==> src/hw/pkt_decode_macros.svh <==
// Width and count macros for the command decoder, included by the packages and RTL
`ifndef PKT_DECODE_MACROS_SVH
`define PKT_DECODE_MACROS_SVH

////////////////////////////////
// Link words
////////////////////////////////

// One host word carries two ASCII characters
`define PKT_WORD_NBIT      16
`define PKT_CHAR_NBIT      8

// Reply buffer holds 16 words
`define PKT_BUF_ADDR_NBIT  4

////////////////////////////////
// Message payload
////////////////////////////////

// Mask, direction and data bytes of one message
`define PKT_DATA_MAX_NBIT  24

////////////////////////////////
// IO bank
////////////////////////////////

`define PKT_IO_NBIT        8
`define PKT_BANK_NBIT      8

// Data words expected by an IO set message
`define PKT_IO_DATA_NUM    3

`endif

==> src/hw/io_pkg.sv <==
// IO bank pin-word and bank-select types, imported by the decoder RTL
`default_nettype none

`include "pkt_decode_macros.svh"

package io_pkg;

   // One bank of pins, bit per pin
   typedef logic [`PKT_IO_NBIT-1:0]   io_word_t;

   // Bank select taken from the channel address
   typedef logic [`PKT_BANK_NBIT-1:0] io_bank_t;

endpackage

`default_nettype wire

==> src/hw/msg_pkg.sv <==
// Message protocol types, field codes and hex conversion, imported by the decoder RTL
`default_nettype none

`include "pkt_decode_macros.svh"

package msg_pkg;

   // Same word read as a two-character code or as two characters
   typedef union packed {
      logic [`PKT_WORD_NBIT-1:0]         code;
      logic [1:0][`PKT_CHAR_NBIT-1:0]    chr;
   } msg_word_u;

   typedef enum logic [`PKT_WORD_NBIT-1:0] {
      TYPE_HANDSHAKE = "00",
      TYPE_IOCTRL    = "02"
   } msg_type_e;

   typedef enum logic [`PKT_WORD_NBIT-1:0] {
      MODE_SET  = "01",
      MODE_EXE  = "02",
      MODE_SEX  = "03",
      MODE_RTN  = "04"
   } msg_mode_e;

   typedef enum logic [`PKT_WORD_NBIT-1:0] {
      PF_PASS = "PA",
      PF_FAIL = "FA"
   } msg_pf_e;

   // First digit is the mode family, second the outcome
   typedef enum logic [`PKT_WORD_NBIT-1:0] {
      CODE_00 = "00",
      CODE_01 = "01",
      CODE_02 = "02",
      CODE_03 = "03",
      CODE_11 = "11",
      CODE_12 = "12",
      CODE_21 = "21",
      CODE_22 = "22",
      CODE_23 = "23"
   } msg_code_e;

   typedef enum logic [2:0] {
      RX_IDLE, RX_HEAD, RX_TYPE, RX_MODE, RX_CHAN, RX_DATA, RX_END
   } rx_state_e;

   typedef enum logic [2:0] {
      TX_IDLE, TX_HEAD, TX_TYPE, TX_PF, TX_CODE, TX_CHAN, TX_DATA, TX_END
   } tx_state_e;

   localparam logic [`PKT_WORD_NBIT-1:0] MSG_HEAD = "ST";
   localparam logic [`PKT_CHAR_NBIT-1:0] CHAR_LF  = 8'h0A;
   localparam logic [`PKT_CHAR_NBIT-1:0] CHAR_CR  = 8'h0D;
   localparam logic [`PKT_WORD_NBIT-1:0] MSG_END_MARK = {CHAR_LF, CHAR_CR};

   //////////////////////////////
   // Hex conversion
   //////////////////////////////

   function automatic logic [3:0] hex_to_nib(input logic [7:0] c, output logic bad);
      logic [7:0] d;
      bad = 1'b0;
      if (c >= "0" && c <= "9") begin
         d = c - "0";
      end else if (c >= "A" && c <= "F") begin
         d = c - "A" + 8'd10;
      end else if (c >= "a" && c <= "f") begin
         d = c - "a" + 8'd10;
      end else begin
         d = '0;
         bad = 1'b1;
      end
      return d[3:0];
   endfunction

   // High character is the high nibble
   function automatic logic [7:0] hex_to_byte(input msg_word_u w, output logic bad);
      logic bad_hi;
      logic bad_lo;
      logic [7:0] b;
      b[7:4] = hex_to_nib(w.chr[1], bad_hi);
      b[3:0] = hex_to_nib(w.chr[0], bad_lo);
      bad = bad_hi | bad_lo;
      return b;
   endfunction

   function automatic logic [7:0] nib_to_hex(input logic [3:0] n);
      return (n < 4'd10) ? ("0" + 8'(n)) : ("A" + 8'(n) - 8'd10);
   endfunction

   function automatic msg_word_u byte_to_hex(input logic [7:0] b);
      msg_word_u w;
      w.chr[1] = nib_to_hex(b[7:4]);
      w.chr[0] = nib_to_hex(b[3:0]);
      return w;
   endfunction

endpackage

`default_nettype wire

==> src/hw/io_ctrl.sv <==
// Judges each decoded message, keeps the IO settings and fills in the reply fields
`default_nettype none
`timescale 1ns/10ps

`include "pkt_decode_macros.svh"

module io_ctrl (
   input  wire                             clk,
   input  wire                             i_rst_n,
   input  wire  msg_pkg::msg_type_e        i_msg_type,
   input  wire  msg_pkg::msg_mode_e        i_msg_mode,
   input  wire  io_pkg::io_bank_t          i_ch_addr,
   input  wire  [`PKT_DATA_MAX_NBIT-1:0]   i_msg_data,
   input  wire  [3:0]                      i_data_cnt,
   input  wire                             i_msg_err,
   input  wire                             i_msg_eop,
   input  wire  io_pkg::io_word_t          i_io_db,
   output io_pkg::io_word_t                o_io_dir,
   output io_pkg::io_word_t                o_io_db,
   output io_pkg::io_bank_t                o_io_bank,
   output logic                            o_reply_start,
   output msg_pkg::msg_type_e              o_reply_type,
   output msg_pkg::msg_pf_e                o_reply_pf,
   output msg_pkg::msg_code_e              o_reply_code,
   output io_pkg::io_word_t                o_io_mask,
   output io_pkg::io_word_t                o_io_dir_st,
   output io_pkg::io_word_t                o_io_data_st
);

   import msg_pkg::*;
   import io_pkg::*;

   localparam logic [3:0] IO_CNT = 4'(`PKT_IO_DATA_NUM);

   logic       known;
   logic       do_set;
   logic       do_exe;
   msg_pf_e    pf;
   msg_code_e  code;
   io_word_t   new_mask;
   io_word_t   new_dir;
   io_word_t   new_data;
   io_word_t   msg_dir;
   io_word_t   msg_dat;

   //////////////////////////////
   // Code table
   //////////////////////////////

   always_comb begin
      known  = 1'b1;
      do_set = 1'b0;
      do_exe = 1'b0;
      pf     = PF_FAIL;
      code   = CODE_00;
      if (i_msg_type == TYPE_HANDSHAKE) begin
         pf   = PF_PASS;
         code = CODE_01;
      end else if (i_msg_type == TYPE_IOCTRL) begin
         case (i_msg_mode)
            MODE_SET, MODE_SEX: begin
               if (i_data_cnt != IO_CNT) begin
                  code = (i_msg_mode == MODE_SET) ? CODE_02 : CODE_22;
               end else if (i_msg_err) begin
                  code = (i_msg_mode == MODE_SET) ? CODE_03 : CODE_23;
               end else begin
                  pf     = PF_PASS;
                  code   = (i_msg_mode == MODE_SET) ? CODE_01 : CODE_21;
                  do_set = 1'b1;
                  do_exe = (i_msg_mode == MODE_SEX);
               end
            end
            MODE_EXE: begin
               if (i_data_cnt != 4'd0) begin
                  code = CODE_12;
               end else begin
                  pf     = PF_PASS;
                  code   = CODE_11;
                  do_exe = 1'b1;
               end
            end
            MODE_RTN: begin
               pf   = i_msg_err ? PF_FAIL : PF_PASS;
               code = i_msg_err ? CODE_23 : CODE_21;
            end
            default: ;
         endcase
      end else begin
         // Unknown type gets no reply
         known = 1'b0;
      end
   end

   //////////////////////////////
   // Per-bit merge
   //////////////////////////////

   // Data words arrive as mask, direction, data
   assign new_mask = i_msg_data[3*`PKT_IO_NBIT-1:2*`PKT_IO_NBIT];
   assign msg_dir  = i_msg_data[2*`PKT_IO_NBIT-1:`PKT_IO_NBIT];
   assign msg_dat  = i_msg_data[`PKT_IO_NBIT-1:0];

   // Masked bits keep the stored value, inputs sample the pins
   assign new_dir  = (new_mask & o_io_dir_st) | (~new_mask & msg_dir);
   assign new_data = (new_mask & o_io_data_st) |
                     (~new_mask & ((new_dir & msg_dat) | (~new_dir & i_io_db)));

   always_ff @(posedge clk) begin
      if (!i_rst_n) begin
         o_reply_start <= 1'b0;
         o_io_mask     <= '0;
         o_io_dir_st   <= '0;
         o_io_data_st  <= '0;
         o_io_dir      <= '0;
         o_io_db       <= '0;
         o_io_bank     <= '0;
      end else begin
         o_reply_start <= i_msg_eop & known;
         if (i_msg_eop && do_set) begin
            o_io_mask    <= new_mask;
            o_io_dir_st  <= new_dir;
            o_io_data_st <= new_data;
         end
         if (i_msg_eop && do_exe) begin
            o_io_dir  <= do_set ? new_dir : o_io_dir_st;
            o_io_db   <= do_set ? new_data : o_io_data_st;
            o_io_bank <= i_ch_addr;
         end
      end
   end

   // Reply fields, held until the next reply
   always_ff @(posedge clk) begin
      if (i_msg_eop && known) begin
         o_reply_type <= i_msg_type;
         o_reply_pf   <= pf;
         o_reply_code <= code;
      end
   end

   a_start_after_eop : assert property (@(posedge clk) disable iff (!i_rst_n)
      o_reply_start |-> $past(i_msg_eop));

endmodule

`default_nettype wire

==> src/hw/msg_parser.sv <==
// Receive side of the decoder, walks message fields and hands them to io_ctrl
`default_nettype none
`timescale 1ns/10ps

`include "pkt_decode_macros.svh"

module msg_parser (
   input  wire                             clk,
   input  wire                             i_rst_n,
   input  wire                             i_rx_vd,
   input  wire  msg_pkg::msg_word_u        i_rx_data,
   input  wire                             i_rx_sop,
   input  wire                             i_rx_eop,
   output msg_pkg::msg_type_e              o_msg_type,
   output msg_pkg::msg_mode_e              o_msg_mode,
   output io_pkg::io_bank_t                o_ch_addr,
   output logic [`PKT_DATA_MAX_NBIT-1:0]   o_msg_data,
   output logic [3:0]                      o_data_cnt,
   output logic                            o_msg_err,
   output logic                            o_msg_eop
);

   import msg_pkg::*;

   rx_state_e   state;
   logic [7:0]  conv_byte;
   logic        conv_err;
   logic        is_end;

   always_comb begin
      conv_byte = hex_to_byte(i_rx_data, conv_err);
   end

   // End marker sits in the low character
   assign is_end = (i_rx_data.chr[0] == CHAR_LF) || (i_rx_data.chr[0] == CHAR_CR);

   always_ff @(posedge clk) begin
      if (!i_rst_n) begin
         state      <= RX_IDLE;
         o_msg_eop  <= 1'b0;
         o_msg_err  <= 1'b0;
         o_data_cnt <= '0;
      end else begin
         o_msg_eop <= 1'b0;
         if (i_rx_sop) begin
            state      <= RX_HEAD;
            o_msg_type <= msg_type_e'('0);
            o_msg_mode <= msg_mode_e'('0);
            o_ch_addr  <= '0;
            o_msg_data <= '0;
            o_data_cnt <= '0;
            o_msg_err  <= 1'b0;
         end else if (i_rx_eop) begin
            // Only a message that got past the head field is reported
            o_msg_eop <= (state == RX_DATA) || (state == RX_END);
            state     <= RX_IDLE;
         end else if (i_rx_vd) begin
            case (state)
               RX_HEAD: begin
                  if (i_rx_data.code == MSG_HEAD) begin
                     state <= RX_TYPE;
                  end
               end
               RX_TYPE: begin
                  o_msg_type <= msg_type_e'(i_rx_data.code);
                  state      <= RX_MODE;
               end
               RX_MODE: begin
                  if (is_end) begin
                     state <= RX_END;
                  end else begin
                     o_msg_mode <= msg_mode_e'(i_rx_data.code);
                     state      <= RX_CHAN;
                  end
               end
               RX_CHAN: begin
                  if (is_end) begin
                     state <= RX_END;
                  end else begin
                     o_ch_addr <= conv_byte;
                     o_msg_err <= conv_err;
                     state     <= RX_DATA;
                  end
               end
               RX_DATA: begin
                  if (is_end) begin
                     state <= RX_END;
                  end else begin
                     o_msg_data <= {o_msg_data[`PKT_DATA_MAX_NBIT-`PKT_CHAR_NBIT-1:0],
                                    conv_byte};
                     o_data_cnt <= o_data_cnt + 4'd1;
                     o_msg_err  <= conv_err;
                  end
               end
               // Idle and end wait for sop or eop
               default: ;
            endcase
         end
      end
   end

   a_eop_single : assert property (@(posedge clk) disable iff (!i_rst_n)
      o_msg_eop |=> !o_msg_eop);

endmodule

`default_nettype wire

==> src/hw/pkt_decode_top.sv <==
// Top level of the command decoder, connects parser, IO control and reply framer
`default_nettype none
`timescale 1ns/10ps

`include "pkt_decode_macros.svh"

module pkt_decode_top (
   input  wire                             clk,
   input  wire                             i_rst_n,
   input  wire                             i_rx_vd,
   input  wire  msg_pkg::msg_word_u        i_rx_data,
   input  wire                             i_rx_sop,
   input  wire                             i_rx_eop,
   input  wire  io_pkg::io_word_t          i_io_db,
   output wire  io_pkg::io_word_t          o_io_dir,
   output wire  io_pkg::io_word_t          o_io_db,
   output wire  io_pkg::io_bank_t          o_io_bank,
   output wire                             o_tx_vd,
   output wire  [`PKT_BUF_ADDR_NBIT:0]     o_tx_addr,
   output wire  msg_pkg::msg_word_u        o_tx_data,
   output wire                             o_tx_eop
);

   import msg_pkg::*;
   import io_pkg::*;

   // Parser to IO control
   msg_type_e                       msg_type;
   msg_mode_e                       msg_mode;
   io_bank_t                        ch_addr;
   logic [`PKT_DATA_MAX_NBIT-1:0]   msg_data;
   logic [3:0]                      data_cnt;
   logic                            msg_err;
   logic                            msg_eop;

   // IO control to framer
   logic                            reply_start;
   msg_type_e                       reply_type;
   msg_pf_e                         reply_pf;
   msg_code_e                       reply_code;
   io_word_t                        io_mask;
   io_word_t                        io_dir_st;
   io_word_t                        io_data_st;

   msg_parser u_parser (
      .clk        (clk),
      .i_rst_n    (i_rst_n),
      .i_rx_vd    (i_rx_vd),
      .i_rx_data  (i_rx_data),
      .i_rx_sop   (i_rx_sop),
      .i_rx_eop   (i_rx_eop),
      .o_msg_type (msg_type),
      .o_msg_mode (msg_mode),
      .o_ch_addr  (ch_addr),
      .o_msg_data (msg_data),
      .o_data_cnt (data_cnt),
      .o_msg_err  (msg_err),
      .o_msg_eop  (msg_eop)
   );

   io_ctrl u_ctrl (
      .clk           (clk),
      .i_rst_n       (i_rst_n),
      .i_msg_type    (msg_type),
      .i_msg_mode    (msg_mode),
      .i_ch_addr     (ch_addr),
      .i_msg_data    (msg_data),
      .i_data_cnt    (data_cnt),
      .i_msg_err     (msg_err),
      .i_msg_eop     (msg_eop),
      .i_io_db       (i_io_db),
      .o_io_dir      (o_io_dir),
      .o_io_db       (o_io_db),
      .o_io_bank     (o_io_bank),
      .o_reply_start (reply_start),
      .o_reply_type  (reply_type),
      .o_reply_pf    (reply_pf),
      .o_reply_code  (reply_code),
      .o_io_mask     (io_mask),
      .o_io_dir_st   (io_dir_st),
      .o_io_data_st  (io_data_st)
   );

   reply_framer u_framer (
      .clk           (clk),
      .i_rst_n       (i_rst_n),
      .i_reply_start (reply_start),
      .i_reply_type  (reply_type),
      .i_reply_pf    (reply_pf),
      .i_reply_code  (reply_code),
      .i_ch_addr     (ch_addr),
      .i_io_mask     (io_mask),
      .i_io_dir_st   (io_dir_st),
      .i_io_data_st  (io_data_st),
      .o_tx_vd       (o_tx_vd),
      .o_tx_addr     (o_tx_addr),
      .o_tx_data     (o_tx_data),
      .o_tx_eop      (o_tx_eop)
   );

endmodule

`default_nettype wire

==> src/hw/reply_framer.sv <==
// Transmit side of the decoder, writes the reply frame into the host buffer
`default_nettype none
`timescale 1ns/10ps

`include "pkt_decode_macros.svh"

module reply_framer (
   input  wire                             clk,
   input  wire                             i_rst_n,
   input  wire                             i_reply_start,
   input  wire  msg_pkg::msg_type_e        i_reply_type,
   input  wire  msg_pkg::msg_pf_e          i_reply_pf,
   input  wire  msg_pkg::msg_code_e        i_reply_code,
   input  wire  io_pkg::io_bank_t          i_ch_addr,
   input  wire  io_pkg::io_word_t          i_io_mask,
   input  wire  io_pkg::io_word_t          i_io_dir_st,
   input  wire  io_pkg::io_word_t          i_io_data_st,
   output logic                            o_tx_vd,
   output logic [`PKT_BUF_ADDR_NBIT:0]     o_tx_addr,
   output msg_pkg::msg_word_u              o_tx_data,
   output logic                            o_tx_eop
);

   import msg_pkg::*;

   tx_state_e                          state;
   logic [`PKT_BUF_ADDR_NBIT-1:0]      buf_addr;
   logic [`PKT_DATA_MAX_NBIT-1:0]      data_sh;
   logic [$clog2(`PKT_IO_DATA_NUM)-1:0] data_left;
   logic                               mark_due;

   // Handshake replies go to bank 0, IO replies to bank 1
   assign o_tx_addr = {i_reply_type == TYPE_IOCTRL, buf_addr};

   always_ff @(posedge clk) begin
      if (!i_rst_n) begin
         state    <= TX_IDLE;
         o_tx_vd  <= 1'b0;
         o_tx_eop <= 1'b0;
      end else begin
         o_tx_vd  <= 1'b0;
         o_tx_eop <= 1'b0;
         case (state)
            TX_IDLE: begin
               if (i_reply_start) begin
                  state <= TX_HEAD;
               end
            end
            TX_HEAD: begin
               o_tx_vd        <= 1'b1;
               o_tx_data.code <= MSG_HEAD;
               buf_addr       <= '0;
               state          <= TX_TYPE;
            end
            TX_TYPE: begin
               o_tx_vd        <= 1'b1;
               o_tx_data.code <= i_reply_type;
               buf_addr       <= buf_addr + 1'b1;
               state          <= TX_PF;
            end
            TX_PF: begin
               o_tx_vd        <= 1'b1;
               o_tx_data.code <= i_reply_pf;
               buf_addr       <= buf_addr + 1'b1;
               state          <= TX_CODE;
            end
            TX_CODE: begin
               o_tx_vd        <= 1'b1;
               o_tx_data.code <= i_reply_code;
               buf_addr       <= buf_addr + 1'b1;
               if (i_reply_type == TYPE_HANDSHAKE) begin
                  o_tx_eop <= 1'b1;
                  state    <= TX_IDLE;
               end else begin
                  state <= TX_CHAN;
               end
            end
            TX_CHAN: begin
               o_tx_vd   <= 1'b1;
               o_tx_data <= byte_to_hex(i_ch_addr);
               buf_addr  <= buf_addr + 1'b1;
               data_sh   <= {i_io_mask, i_io_dir_st, i_io_data_st};
               data_left <= $bits(data_left)'(`PKT_IO_DATA_NUM - 1);
               state     <= TX_DATA;
            end
            TX_DATA: begin
               o_tx_vd   <= 1'b1;
               o_tx_data <= byte_to_hex(data_sh[`PKT_DATA_MAX_NBIT-1 -: `PKT_CHAR_NBIT]);
               buf_addr  <= buf_addr + 1'b1;
               data_sh   <= data_sh << `PKT_CHAR_NBIT;
               data_left <= data_left - 1'b1;
               if (data_left == '0) begin
                  mark_due <= 1'b1;
                  state    <= TX_END;
               end
            end
            TX_END: begin
               // End marker first, then zeros to the end of the buffer
               if (buf_addr == '1) begin
                  o_tx_eop <= 1'b1;
                  state    <= TX_IDLE;
               end else begin
                  o_tx_vd        <= 1'b1;
                  o_tx_data.code <= mark_due ? MSG_END_MARK : '0;
                  buf_addr       <= buf_addr + 1'b1;
                  mark_due       <= 1'b0;
               end
            end
            default: state <= TX_IDLE;
         endcase
      end
   end

   a_addr_step : assert property (@(posedge clk) disable iff (!i_rst_n)
      (o_tx_vd && !o_tx_eop) ##1 o_tx_vd |-> o_tx_addr == $past(o_tx_addr) + 1'b1);

endmodule

`default_nettype wire

==> config.mk <==
export PLATFORM = sky130hd
export DESIGN_NAME = pkt_decode_top
export DESIGN_NICKNAME = d
export VERILOG_FILES = /design/src/hw/io_pkg.sv /design/src/hw/msg_pkg.sv /design/src/hw/io_ctrl.sv /design/src/hw/msg_parser.sv /design/src/hw/pkt_decode_top.sv /design/src/hw/reply_framer.sv
export VERILOG_INCLUDE_DIRS = /design/src /design/src/hw
export SDC_FILE = /design/constraint.sdc
export NUM_CORES = 1
export LEC_CHECK = 0
export BUFFER_PORTS_ARGS = -buffer_cell sky130_fd_sc_hd__buf_2
export CORE_MARGIN = 2
export CORE_UTILIZATION = 60
export CTS_CLUSTER_SIZE = 20
export DETAILED_ROUTE_END_ITERATION = 7
export PLACE_DENSITY = 0.8
export SLEW_MARGIN = 30
export SYNTH_ARGS = -nofsm -noshare
export SYNTH_HDL_FRONTEND = slang
export SYNTH_SLANG_ARGS = --single-unit
==> constraint.sdc <==
create_clock -name clk -period 3.2 [get_ports clk]
set_input_delay 0.48 -clock clk [delete_from_list [all_inputs] [get_ports clk]]
set_output_delay 0.48 -clock clk [all_outputs]
set_load 0.005 [all_outputs]
==> metrics.json <==
{
  "status": {
    "result_of_the_run": "completed"
  },
  "detailed_routing": {
    "drtPass1Iterations": 5,
    "detail-route-antenna-nets": 0,
    "vias": 6733,
    "detail_route.wl_per_cell_um": 20.3,
    "wirelength_routed_um": 21900,
    "drc_errors": 0,
    "detailedRoute.firstIterationViolations": 970,
    "drt-vias-per-instance": 6.26
  },
  "logic_synthesis": {
    "synth-seq-area-share_pct": 58.1,
    "syn_area_per_cell_um2": 11.3,
    "synth_adder_area_share_pct": 2.22,
    "post_synthesis_share_of_cell_area_spent_on_xor_and_xnor_gates_pct": 2.04,
    "ys.warnings.count": 0,
    "mappedNetlistArea_um2": 9040,
    "synthCells": 803,
    "count_of_flip_flops_with_a_built_in_enable_after_synthesis": 133,
    "main_synth_ff_type": "sky130_fd_sc_hd__edfxtp_1",
    "synth-async-reset-ratio_pct": 0,
    "yosys-mux-area-fraction_pct": 5.65,
    "ys_ff_latch": 196,
    "synth_top_family_by_area": "simple AND/OR/NAND/NOR gates",
    "yosys.cell_types.count": 69,
    "synth-simple-area-share_pct": 16.4,
    "synth-compound-area-share_pct": 12.5,
    "postSynthNetCount": 848
  },
  "worst_setup_path": {
    "crit_end": "u_ctrl.o_io_db[7]",
    "r2r_start": "u_parser.o_msg_type[0]",
    "required_ns": 3.54,
    "crit_path_top_delay_cell": "sky130_fd_sc_hd__nor4_4",
    "critical_path_arrival_ns": 3.00,
    "criticalPathCategory": "reg2reg",
    "critical_path.reg2reg.endpoint": "u_ctrl.o_io_db[7]",
    "cp-start-kind": "register",
    "timing.critical_path.cells": "or4_4 > nor4_4 > and4_1 > buf_4 > nand2_4 > o32ai_2",
    "maximum_fanout_along_the_worst_path": 18,
    "worst_setup_path_end_kind": "register",
    "startpoint": "u_parser.o_msg_type[0]",
    "slowest_delay_ns": 0.66,
    "r2r_setup_slack_ns": 0.54,
    "rr_worst_depth": 6
  },
  "power_and_ir_drop": {
    "post-layout-total-power_mw": 5.25,
    "power-per-cell-area_nw_per_um2": 511,
    "leakagePower_nw": 3.68,
    "vdd_drop_max_uv": 389
  },
  "clock_tree": {
    "post_cts_hold_buffer_count": 0,
    "cts_resized": 0,
    "cts_buffer_depth": 2,
    "cts.clk_slew.worst_paths_ns": 0.06,
    "clock_sink_count": 196,
    "tritoncts": "done",
    "post_cts.repair.setup_buffers": 0,
    "cts-buffers-inserted": 17,
    "worst_skew_pair.late_latency_ns": 0.43,
    "clk_root_buffer_cell": "sky130_fd_sc_hd__clkbuf_16",
    "cts_htree_levels": 4
  },
  "floorplanning": {
    "die_w_um": 127,
    "design.portCount": 76,
    "placeableCoreArea_um2": 14600,
    "initial_utilization_pct": 61.7,
    "placement_rows": 44,
    "die_area_um2": 16100,
    "die_boundary_height_um": 127
  },
  "timing": {
    "setup_slack_ns": 0.540,
    "worst_clock_skew_ns": 0.00941,
    "hold_violations": 0,
    "setup_violations": 0,
    "tns_ns": 0,
    "period_needed_ns": 2.66,
    "grt_setup_unrepaired": "no",
    "min_period_over_period_pct": 83.1,
    "slew-limit-headroom_pct": 50.4,
    "timing.fmax_mhz": 376,
    "timing.final.max_slew_violations": 0,
    "worst-slew-pin-transition_ns": 0.739
  },
  "cells_and_area": {
    "final.fill_count": 1036,
    "layout-drive-gt1-share_pct": 18.1,
    "num-nets-final": 923,
    "layout-area-overhead-vs-synth_pct": 13.8,
    "diodes": 0
  },
  "global_routing": {
    "antenna_found_initial": 0,
    "first_global_vias": 6424,
    "total_global_route_track_usage_pct": 28.0,
    "grt_start_max_net_pins": 37,
    "grt_overflow_total": 0,
    "grt_first_pass_wirelength_um": 34500
  },
  "worst_hold_path": {
    "hold_path.class": "in2reg"
  },
  "placement": {
    "dp_worst_setup_slack_ns": 0.550,
    "placement.io_buffers": 75,
    "placed_wire_length_estimate_um": 15700,
    "gpl.final_weighted_congestion": 0.944
  },
  "job": {
    "max-cap-violations": 0
  }
}
[cell usage after synthesis, types with 5 or more instances]
master	instances	share of area, %
sky130_fd_sc_hd__ha_1	16	2.2
sky130_fd_sc_hd__mux2i_1	24	2.7
sky130_fd_sc_hd__dfxtp_1	63	14
sky130_fd_sc_hd__xor2_1	8	0.78
sky130_fd_sc_hd__a22oi_1	5	0.42
sky130_fd_sc_hd__o22ai_1	10	0.69
sky130_fd_sc_hd__nor3b_1	5	0.42
sky130_fd_sc_hd__and4b_1	7	0.78
sky130_fd_sc_hd__mux2_2	24	3.0
sky130_fd_sc_hd__and2_1	12	0.83
sky130_fd_sc_hd__a21oi_1	57	3.2
sky130_fd_sc_hd__edfxtp_1	133	44
sky130_fd_sc_hd__clkbuf_1	36	1.5
sky130_fd_sc_hd__and3_1	5	0.35
sky130_fd_sc_hd__nand2_1	47	2.0
sky130_fd_sc_hd__nand2b_1	9	0.62
sky130_fd_sc_hd__xnor2_1	13	1.3
sky130_fd_sc_hd__nand3_1	40	2.2
sky130_fd_sc_hd__nor2_1	65	2.7
sky130_fd_sc_hd__nor2b_1	35	2.4
sky130_fd_sc_hd__o31ai_1	15	1.2
sky130_fd_sc_hd__inv_1	26	1.1
sky130_fd_sc_hd__a31oi_1	9	0.62
sky130_fd_sc_hd__nor3_1	20	1.1
sky130_fd_sc_hd__o21ai_0	38	2.1
[power breakdown]
group          internal (mW)  switching (mW)  leakage (nW)
Clock                   1.39           0.894         0.316
Sequential              2.74          0.0426          1.70
Combinational         0.0683           0.118          1.67
Total                   4.20            1.06          3.68
[layout make-up]
class	count	area (um^2)	share of cell area [%]
inverter	27	101	0.986
timing repair buffer	98	548	5.33
multi-input combinational	538	3510	34.1
tap	184	230	2.24
clock buffer	26	532	5.17
clock inverter	6	110	1.07
sequential	196	5260	51.1
[sequential cells by signal (all words and copies together) (netlist names), 3 cells and up]
register / count
u_ctrl.o_reply_code: 4
u_parser.o_msg_type: 16
u_ctrl.o_io_mask: 8
u_parser.o_msg_mode: 16
u_ctrl.o_io_dir_st: 8
u_parser.state: 3
u_ctrl.o_io_dir: 8
u_ctrl.o_io_db: 8
u_parser.o_ch_addr: 8
u_framer.data_sh: 24
u_framer.o_tx_data: 16
u_parser.o_msg_data: 24
u_ctrl.o_reply_type: 16
u_framer.state: 3
u_ctrl.o_io_data_st: 8
u_framer.buf_addr: 4
u_ctrl.o_io_bank: 8
u_parser.o_data_cnt: 4
[worst max-delay path, delay by kind of cell, from the launching register on]
| family | cells | cell delay, ns |
|---|---|---|
| compound gates | 1 | 0.28 |
| buf+inv | 1 | 0.24 |
| flops | 1 | 0.40 |
| simple gates | 4 | 1.66 |
[stage by stage]
stage | instances | hold WS, ns | utilization (%) | instance area (um^2)
after floorplan | 803 | 0.417 | - | 9040
after global routing | 1075 | 0.344 | 70.2 | 10300
after global placement | 1043 | 0.422 | 65.8 | 9640
after CTS | 1075 | 0.318 | 70.2 | 10300
after detailed placement | 1043 | 0.432 | 65.8 | 9640
final | 1075 | 0.338 | 70.2 | 10300
[kinds of logic after synthesis]
family,after synthesis
mux,48
flops,196
buf+inv,69
xor+xnor,21
fa+ha+maj,16
compound gates,177
simple gates,276
[worst min path at each step]
stage / startpoint / endpoint / slack [ns] / depth (start not counted)
floorplan: u_parser.o_msg_type[15] / u_ctrl.o_reply_type[15] / 0.42 / 0
global placement: u_parser.o_msg_type[7] / u_ctrl.o_reply_type[7] / 0.42 / 0
detailed placement: u_parser.o_msg_type[9] / u_ctrl.o_reply_type[9] / 0.43 / 0
CTS: i_rx_eop / u_parser.state[2] / 0.32 / 2
global route: i_rx_eop / u_parser.state[2] / 0.34 / 2
finish: i_rx_eop / u_parser.state[2] / 0.34 / 2
[placed cells by master, fill, tap and decap left out, types with 8 or more instances in the layout]
cell type	instances
sky130_fd_sc_hd__nor3_1	20
sky130_fd_sc_hd__buf_4	23
sky130_fd_sc_hd__mux2i_1	24
sky130_fd_sc_hd__mux2_2	24
sky130_fd_sc_hd__o22ai_1	10
sky130_fd_sc_hd__dfxtp_1	63
sky130_fd_sc_hd__edfxtp_1	133
sky130_fd_sc_hd__ha_1	16
sky130_fd_sc_hd__a21oi_1	56
sky130_fd_sc_hd__a31oi_1	9
sky130_fd_sc_hd__nand2_1	47
sky130_fd_sc_hd__nand3_1	40
sky130_fd_sc_hd__xor2_1	8
sky130_fd_sc_hd__nor2_1	64
sky130_fd_sc_hd__nor2b_1	35
sky130_fd_sc_hd__clkbuf_16	19
sky130_fd_sc_hd__and2_1	12
sky130_fd_sc_hd__xnor2_1	13
sky130_fd_sc_hd__o21ai_0	38
sky130_fd_sc_hd__o31ai_1	15
sky130_fd_sc_hd__buf_2	75
sky130_fd_sc_hd__inv_1	26
sky130_fd_sc_hd__nand2b_1	9
[layer usage]
layer,global-route usage [%],vias to the layer above,part of all wire (%)
met4,11.4,0,2.9
met1,37.9,3240,42
met5,0,-,0
met3,4.47,38,7.0
met2,45.4,340,48
li1,-,3115,-
Power figures use the tool's default switching activity.
